## src/hilo_div_pkg.sv

```systemverilog
// shared widths and types for the HI/LO divide unit
// widths are fixed at 32 bits; DIV_STEPS must equal DATA_W
// the working word is read raw for the shift and split for HI/LO
`default_nettype none

package hilo_div_pkg;

    localparam int DATA_W     = 32;
    localparam int DIV_STEPS  = 32;
    localparam int STEP_CNT_W = 6;

    typedef logic [DATA_W-1:0] word_t;

    typedef enum logic [1:0] {
        IDLE = 2'd0,
        RUN  = 2'd1,
        DONE = 2'd2
    } div_state_e;

    // remainder sits in the upper half, quotient bits enter at the bottom
    typedef struct packed {
        word_t rem;
        word_t quot;
    } div_work_s;

    typedef union packed {
        logic [2*DATA_W-1:0] raw;
        div_work_s           parts;
    } div_work_u;

endpackage

`default_nettype wire
```

## src/div_step_if.sv

```systemverilog
// step controls shared by controller, counter, datapath and HI/LO
// load is a one-cycle strobe; step and finish are levels
`default_nettype none

interface div_step_if;

    logic load;
    logic step;
    logic finish;
    logic last;
    logic div_zero;

    modport ctrl (
        output load,
        output step,
        output finish,
        input  last,
        input  div_zero
    );

    modport counter (
        input  load,
        input  step,
        output last
    );

    modport datapath (
        input  load,
        input  step,
        output div_zero
    );

    modport hilo (
        input  finish
    );

endinterface

`default_nettype wire

```

## src/hilo_div.sv

```systemverilog
// divide unit with HI/LO pair and a plain strobe interface
// done_o pulses 32 cycles after an accepted start, 0 for a zero divisor
// start_i is ignored while busy_o is high; no result hold or handshake
`default_nettype none

module hilo_div (
    input  wire logic                clk,
    input  wire logic                rst,
    input  wire logic                start_i,
    input  wire logic                signed_i,
    input  wire logic                cancel_i,
    input  wire hilo_div_pkg::word_t dividend_i,
    input  wire hilo_div_pkg::word_t divisor_i,
    input  wire logic                hi_we_i,
    input  wire logic                lo_we_i,
    input  wire hilo_div_pkg::word_t wdata_i,
    output logic                     busy_o,
    output logic                     done_o,
    output hilo_div_pkg::word_t      hi_o,
    output hilo_div_pkg::word_t      lo_o
);

    div_step_if step_bus ();

    hilo_div_pkg::div_work_u div_result;

    div_ctrl_fsm u_ctrl (
        .clk      (clk),
        .rst      (rst),
        .start_i  (start_i),
        .cancel_i (cancel_i),
        .busy_o   (busy_o),
        .done_o   (done_o),
        .bus      (step_bus.ctrl)
    );

    div_step_counter u_counter (
        .clk (clk),
        .rst (rst),
        .bus (step_bus.counter)
    );

    div_datapath u_datapath (
        .clk        (clk),
        .rst        (rst),
        .signed_i   (signed_i),
        .dividend_i (dividend_i),
        .divisor_i  (divisor_i),
        .result_o   (div_result),
        .bus        (step_bus.datapath)
    );

    hilo_regs u_hilo (
        .clk      (clk),
        .rst      (rst),
        .result_i (div_result),
        .hi_we_i  (hi_we_i),
        .lo_we_i  (lo_we_i),
        .wdata_i  (wdata_i),
        .hi_o     (hi_o),
        .lo_o     (lo_o),
        .bus      (step_bus.hilo)
    );

endmodule

`default_nettype wire

```

## src/hilo_regs.sv

```systemverilog
// architectural HI and LO registers
// divider result (rem -> HI, quot -> LO) beats a direct write on the same edge
// both registers clear on reset
`default_nettype none

module hilo_regs (
    input  wire logic                   clk,
    input  wire logic                   rst,
    input  wire hilo_div_pkg::div_work_u result_i,
    input  wire logic                   hi_we_i,
    input  wire logic                   lo_we_i,
    input  wire hilo_div_pkg::word_t    wdata_i,
    output hilo_div_pkg::word_t         hi_o,
    output hilo_div_pkg::word_t         lo_o,
    div_step_if.hilo                    bus
);

    hilo_div_pkg::word_t hi_q;
    hilo_div_pkg::word_t lo_q;

    always_ff @(posedge clk) begin
        if (rst) begin
            hi_q <= '0;
        end else if (bus.finish) begin
            hi_q <= result_i.parts.rem;
        end else if (hi_we_i) begin
            hi_q <= wdata_i;
        end
    end

    always_ff @(posedge clk) begin
        if (rst) begin
            lo_q <= '0;
        end else if (bus.finish) begin
            lo_q <= result_i.parts.quot;
        end else if (lo_we_i) begin
            lo_q <= wdata_i;
        end
    end

    assign hi_o = hi_q;
    assign lo_o = lo_q;

endmodule

`default_nettype wire

```

## src/div_datapath.sv

```systemverilog
// restoring shift-subtract divider, one quotient bit per step
// operands are converted to magnitudes on load when signed_i is set
// signed results: quotient truncates toward zero, remainder follows
// the dividend sign; most negative / -1 wraps to the most negative value
// a zero divisor loads an all-zero working word, so HI = LO = 0
`default_nettype none

module div_datapath (
    input  wire logic                   clk,
    input  wire logic                   rst,
    input  wire logic                   signed_i,
    input  wire hilo_div_pkg::word_t    dividend_i,
    input  wire hilo_div_pkg::word_t    divisor_i,
    output hilo_div_pkg::div_work_u     result_o,
    div_step_if.datapath                bus
);

    localparam int W = hilo_div_pkg::DATA_W;

    hilo_div_pkg::div_work_u work_q;
    hilo_div_pkg::div_work_u work_d;
    hilo_div_pkg::word_t     dsor_q;
    hilo_div_pkg::word_t     dvd_mag;
    hilo_div_pkg::word_t     dsor_mag;
    logic                    neg_quot_q;
    logic                    neg_rem_q;
    logic                    dvd_neg;
    logic                    dsor_neg;
    logic [W:0]              trial;
    logic                    fits;

    assign bus.div_zero = (divisor_i == '0);

    assign dvd_neg  = signed_i && dividend_i[W-1];
    assign dsor_neg = signed_i && divisor_i[W-1];

    assign dvd_mag  = dvd_neg ? -dividend_i : dividend_i;
    assign dsor_mag = dsor_neg ? -divisor_i : divisor_i;

    // top W+1 bits of the shifted word with the carry
    assign trial = work_q.raw[2*W-1:W-1] - {1'b0, dsor_q};
    assign fits  = !trial[W];

    always_comb begin
        work_d.parts.quot = {work_q.raw[W-2:0], fits};
        if (fits) begin
            work_d.parts.rem = trial[W-1:0];
        end else begin
            work_d.parts.rem = work_q.raw[2*W-2:W-1];
        end
    end

    always_ff @(posedge clk) begin
        if (bus.load) begin
            dsor_q <= dsor_mag;
            if (bus.div_zero) begin
                work_q.raw <= '0;
            end else begin
                work_q.parts.rem  <= '0;
                work_q.parts.quot <= dvd_mag;
            end
        end else if (bus.step) begin
            work_q <= work_d;
        end
    end

    always_ff @(posedge clk) begin
        if (rst) begin
            neg_quot_q <= 1'b0;
            neg_rem_q  <= 1'b0;
        end else if (bus.load) begin
            neg_quot_q <= !bus.div_zero && (dvd_neg ^ dsor_neg);
            neg_rem_q  <= !bus.div_zero && dvd_neg;
        end
    end

    // sign fix-up
    always_comb begin
        if (neg_quot_q) begin
            result_o.parts.quot = -work_q.parts.quot;
        end else begin
            result_o.parts.quot = work_q.parts.quot;
        end
        if (neg_rem_q) begin
            result_o.parts.rem = -work_q.parts.rem;
        end else begin
            result_o.parts.rem = work_q.parts.rem;
        end
    end

endmodule

`default_nettype wire

```

## src/div_step_counter.sv

```systemverilog
// iteration counter, one count per quotient bit
// last marks the final RUN cycle so the FSM needs no compare
`default_nettype none

module div_step_counter (
    input  wire logic    clk,
    input  wire logic    rst,
    div_step_if.counter  bus
);

    logic [hilo_div_pkg::STEP_CNT_W-1:0] count_q;

    always_ff @(posedge clk) begin
        if (rst) begin
            count_q <= '0;
        end else if (bus.load) begin
            count_q <= '0;
        end else if (bus.step) begin
            count_q <= count_q + 1'b1;
        end
    end

    // count still holds the index of the step in progress
    assign bus.last = bus.step &&
        (count_q == hilo_div_pkg::STEP_CNT_W'(hilo_div_pkg::DIV_STEPS - 1));

endmodule

`default_nettype wire

```

## src/div_ctrl_fsm.sv

```systemverilog
// divide sequencer stepping IDLE -> RUN -> DONE -> IDLE
// a zero divisor skips RUN and goes to DONE at the start edge
// cancel while busy returns to IDLE and suppresses the result write
// start is only accepted in IDLE
`default_nettype none

module div_ctrl_fsm (
    input  wire logic   clk,
    input  wire logic   rst,
    input  wire logic   start_i,
    input  wire logic   cancel_i,
    output logic        busy_o,
    output logic        done_o,
    div_step_if.ctrl    bus
);

    hilo_div_pkg::div_state_e state_q;
    hilo_div_pkg::div_state_e state_d;

    always_comb begin
        state_d = state_q;
        case (state_q)
            hilo_div_pkg::IDLE: begin
                if (start_i) begin
                    if (bus.div_zero) begin
                        state_d = hilo_div_pkg::DONE;
                    end else begin
                        state_d = hilo_div_pkg::RUN;
                    end
                end
            end
            hilo_div_pkg::RUN: begin
                if (cancel_i) begin
                    state_d = hilo_div_pkg::IDLE;
                end else if (bus.last) begin
                    state_d = hilo_div_pkg::DONE;
                end
            end
            hilo_div_pkg::DONE: begin
                state_d = hilo_div_pkg::IDLE;
            end
            default: begin
                state_d = hilo_div_pkg::IDLE;
            end
        endcase
    end

    always_ff @(posedge clk) begin
        if (rst) begin
            state_q <= hilo_div_pkg::IDLE;
        end else begin
            state_q <= state_d;
        end
    end

    assign bus.load = (state_q == hilo_div_pkg::IDLE) && start_i;
    assign bus.step = (state_q == hilo_div_pkg::RUN);

    // a cancel in DONE drops the write as well
    assign bus.finish = (state_q == hilo_div_pkg::DONE) && !cancel_i;

    assign done_o = bus.finish;
    assign busy_o = (state_q != hilo_div_pkg::IDLE);

endmodule

`default_nettype wire

```

## config.mk

```make
export PLATFORM = sky130hd
export DESIGN_NAME = hilo_div
export DESIGN_NICKNAME = d
export VERILOG_FILES = /design/src/hilo_div_pkg.sv /design/src/div_step_if.sv /design/src/hilo_div.sv /design/src/hilo_regs.sv /design/src/div_datapath.sv /design/src/div_step_counter.sv /design/src/div_ctrl_fsm.sv
export SDC_FILE = /design/constraint.sdc
export NUM_CORES = 1
export LEC_CHECK = 0
export BUFFER_PORTS_ARGS = -buffer_cell sky130_fd_sc_hd__clkbuf_2
export CORE_ASPECT_RATIO = 1.75
export CORE_MARGIN = 5
export CORE_UTILIZATION = 30
export CTS_CLUSTER_SIZE = 40
export DETAILED_ROUTE_END_ITERATION = 10
export SETUP_SLACK_MARGIN = 0.02
export SYNTH_ARGS = -nofsm -noshare
export SYNTH_HDL_FRONTEND = slang
export SYNTH_SLANG_ARGS = --single-unit
```

## constraint.sdc

```tcl
create_clock -name clk -period 12.95 [get_ports clk]
set_input_delay 2.59 -clock clk [delete_from_list [all_inputs] [get_ports clk]]
set_output_delay 2.59 -clock clk [all_outputs]
set_load 0.02 [all_outputs]
```

Word-level counts from Yosys, hierarchy flattened
Cells that the tools add are included.
- input bits: 103
- register bits after elaboration: 170
- output and inout bits: 66
- equality and inequality tests: 5
- add/sub/neg operators: 6
- muxes and demuxes: 17
- bitwise gates (word level): 1
- reductions and logical operators: 18
- operators with widths (operator ; number):
    32-bit 2-to-1 mux ; 10
    64-bit 2-to-1 mux ; 2
    32-bit negation ; 4
    33-bit by 32-bit subtractor with 33-bit output ; 1
    32-bit zero test ; 1
    2-bit 2-to-1 mux ; 4
    2-bit nonzero test ; 4
    1-bit logical AND ; 7
    6-bit by 1-bit adder with 6-bit output (second input constant) ; 1
    6-bit by 5-bit equality test with 1-bit output (second input constant) ; 1
    2-bit one-hot mux with 2 select lines ; 1
    1-bit zero test ; 3
    3-bit != test (second input constant) ; 1
    2-bit by 1-bit equality test with 1-bit output (second input constant) ; 1
    2-bit equality test (second input constant) ; 1
    2-bit zero test ; 1
    2-bit != test (second input constant) ; 1
    2-bit AND reduction ; 1
    2-bit OR reduction ; 1
    1-bit bitwise XOR ; 1

Longest topological paths before layout
- depth in word-level cells: 5
- mapped depth: 12
- gate-level depth less buffers: 11

Hierarchy
From an unflattened synthesis, not the netlist that was laid out.
- cells, all modules: 1276
- area, all modules: 12069.1 sq um
- by module, submodules not included (module ; cells an instance ; area an instance (sq um) ; instances ; sequential area each (sq um)):
    div_datapath ; 950 ; 8466.9 ; 1 ; 2922.8
    hilo_regs ; 285 ; 3229.3 ; 1 ; 1281.2
    div_step_counter ; 27 ; 256.5 ; 1 ; 120.1
    div_ctrl_fsm ; 14 ; 116.4 ; 1 ; 40.0

Least setup slack after synthesis
OpenSTA, ideal clock, no wires.
- kind: input port to flip-flop
- start: in start_i
- end: reg u_datapath.work_q[0] in the netlist's numbering, enable pin
- data arrival time: 5270 ps
- path buffers: 2
- cell stages on the path: 4
- setup slack: 6634 ps
- setup time: 1045 ps
- cell sequence: nand2_1 -> clkbuf_1 -> buf_1 -> o21ai_0
- word-level cells in the longest chain between the ends: 2
- ends and longest elaborated chain (item ; RTL line ; RTL):
    start, declared ; hilo_div.sv:9 ; input wire logic start_i,
    1-bit logical AND ; div_ctrl_fsm.sv:56 ; assign bus.load = (state_q == hilo_div_pkg::IDLE) && start_i;
    2-bit nonzero test (no source line) ; n/a ;
    end signal, assigned ; div_datapath.sv:63 ; work_q <= work_d;
    end, declared ; div_datapath.sv:20 ; hilo_div_pkg::div_work_u work_q;
No other way between the ends.
A chain may end at the register's enable or synchronous reset.

Final worst setup path
- start: in cancel_i
- end: out done_o
- word-level cells in the longest chain between the ends: 2
- ends and longest elaborated chain (item ; RTL line ; RTL):
    start, declared ; hilo_div.sv:11 ; input wire logic cancel_i,
    1-bit zero test ; div_ctrl_fsm.sv:60 ; assign bus.finish = (state_q == hilo_div_pkg::DONE) && !cancel_i;
    1-bit logical AND ; div_ctrl_fsm.sv:60 ;
    end, declared ; hilo_div.sv:18 ; output logic done_o,
No other way between the ends.

==> qor.csv <==
metric;value;unit
status;completed;
start_util;0.3029;
ctsHoldBuffers;0;
cp-end-kind;primary output;
grt_use_met1;0.1673;
synth_flop_cell;edfxtp_1;
num_rows;95;
h-tree-depth;4;
ys_seq_area_frac;0.3764;
gp_congestion;0.9170;
setup_viol;0;
placed_area;0.01285;sq mm
final.setup_skew;0.01219;ns
cp_slowest_stage_delay;0.60;ns
design_area;0.01345;sq mm
yosys.area.top_type;edfxtp_1;
firstDrtPassIters;5;
reg2reg_to;u_datapath.work_q[58];
vias;9937;
slew_violations;0;
cts_resized;0;
power.density;177.8;mW/mm^2
worstMarginPinSlew;1.175;ns
die_w;158.6;um
crit_top_cell;clkbuf_2;
antenna_found_initial;0;
fp.dieH;270.1;um
hp-class;reg2reg;
path_clk_slew;0.06;ns
setup_tns;0;ns
root_buffer;clkbuf_16;
crit_path_max_fanout;34;
grt_max_degree;97;
synth.avg_cell_area;9.073;sq um
regToRegSetupSlack;8.91;ns
routed_wl;35070;um
yosys.area.top_type_share;0.2486;
max-clock-path-buffers;2;
cts_tree;yes;
port_buffers;168;
vdd.ir_drop.worst;0.1046;mV
synth_async_sr_flop_share;0;
synth-edff-count;96;
wl_per_cell;18.40;um
final_nets;1549;
rr_worst_depth;11;
slew-limit-headroom;0.2166;
worst_setup_path_start_kind;primary input;
cp.required;10.36;ns
grtUsageTotal;0.1616;
die-area;0.04284;sq mm
use_met3;0.02870;
mappedNetlistNets;1419;
yosys_register_bits;170;
p_leak;0.005495;uW
io_pins;169;
maxCapViolations;0;
holdPathStages;2;
grt_pass1_wl;54020;um
yosysUniqueCellTypes;78;
grt_pass1_vias;9873;
antenna_cells;0;
layout_commonest_cell;clkbuf_2;
synth.area.top_cells;edfxtp_1 (25%), dfxtp_1 (13%), mux2i_1 (6.9%);
drive_gt1_frac;0.1654;
fmax;151.6;MHz
timing.final.crit_share;0.5094;
layout_common_cells;clkbuf_2 (168), nand2_1 (141), nor2_1 (102);
worstSetupPathType;in2out;
core-area;0.03827;sq mm
crit_chain;clkbuf_2 -> nor2_1 -> nand2_4 -> clkinv_1 -> clkbuf_2;
hold_violations;0;
avgViaCountPerCell;5.214;
busiest_layer;met2;
arrival;4.01;ns
drtIter0Drc;614;
numCtsBuffers;17;
hp-start;u_counter.count_q[5];
hold_end;u_counter.count_q[5];
postCtsSetupBuffers;0;
clk-insertion-delay-late;0.46;ns
yosysWarnings;0;
fin_crit;6.597;ns
drc;0;
holdWs;0.4917;ns
syn_inst;1278;
rsz0062_at_grt;no;
syn2layout_area_growth;16.02;%
r2r_start;u_datapath.work_q[31];
ant_nets;0;
dp.final_hpwl;27840;um
slowest_stage;clkinv_1;
synthesis.area;0.01159;sq mm
gr-total-overflow;0;
grtUsageMet2;0.3064;
cts_num_sinks;170;
## worst max path at each step
stage                                end  slack [ns]      from
finish                            done_o        6.35  cancel_i
global route                      done_o        6.27  cancel_i
CTS                               done_o        6.36  cancel_i
detailed placement                done_o        6.36  cancel_i
global placement                  done_o        6.42  cancel_i
floorplan           u_datapath.work_q[0]        6.63   start_i
## per-layer routing
metal / up-vias / share of wire
met5: - / 0
met4: 0 / 0.042
met3: 66 / 0.040
met2: 223 / 0.55
met1: 4698 / 0.37
li1: 4950 / -
## where the power goes
part,switching (uW),internal [uW],leakage [uW]
Clock,217,306,0.000290
Sequential,152,707,0.00156
Combinational,581,430,0.00364
Total,949,1440,0.00549
## worst max-delay path: cells and delay by family
kind,cells,cell delay (ns)
buffers and inverters,3,1.06
AND/OR/NAND/NOR,2,0.34
## logic make-up (layout without fill, tap and decap cells)
logic type | Yosys count | count (layout) | synth area share
flip-flops | 170 | 170 | 0.3764
AO/OA/AOI/OAI | 337 | 337 | 0.2030
buffers and inverters | 122 | 265 | 0.04144
AND/OR/NAND/NOR | 389 | 389 | 0.1612
multiplexers | 80 | 80 | 0.06906
adder cells (fa/ha/maj) | 38 | 38 | 0.04165
XOR/XNOR | 142 | 142 | 0.1073
## state kept, by name, summed over array words and instances, names as in the netlist
signal / flops
u_counter.count_q: 6
u_datapath.dsor_q: 32
u_hilo.lo_o: 32
u_hilo.hi_o: 32
u_datapath.work_q: 64
u_datapath.neg_rem_q: 1
u_datapath.neg_quot_q: 1
u_ctrl.state_q: 2
## per-stage QoR
stage,total power [uW],std cells,setup WS [ns],util
after floorplan,1603,1278,6.634,-
after global placement,1862,1874,6.416,0.3358
after detailed placement,1878,1874,6.357,0.3358
after CTS,2403,1906,6.357,0.3515
after global routing,2553,1906,6.267,0.3515
final,2393,1906,6.353,0.3515
## synth_stat cells, types with 3 or more instances
cell and instances:
nand2_1 143, nor2_1 102, edfxtp_1 96, mux2i_1 80, xnor2_1 78, a211oi_1 77
dfxtp_1 74, o21ai_0 74, xor2_1 64, a21oi_1 57, inv_1 56, clkbuf_1 48
ha_1 37, o31ai_1 37, nor3_1 22, or4_1 19, o41ai_1 18, a21o_1 15
nand4_1 14, nand3_1 13, a31oi_1 11, nor2b_1 11, buf_1 10, or3_1 10
and2_1 9, and3_1 9, nand2b_1 9, nor4_1 6, or2_2 6, o211ai_1 4
o21a_1 4, o311ai_0 4, buf_2 3
## final cells by class
cell class	instances	area, sq um
fill	3956	24820
multi-input combinational	986	6771
sequential	170	4364
timing repair buffer	175	893.4
tap	485	606.8
clock buffer	23	489.2
inverter	58	217.7
clock inverter	9	110.1
Power figures use the tool's default switching activity.
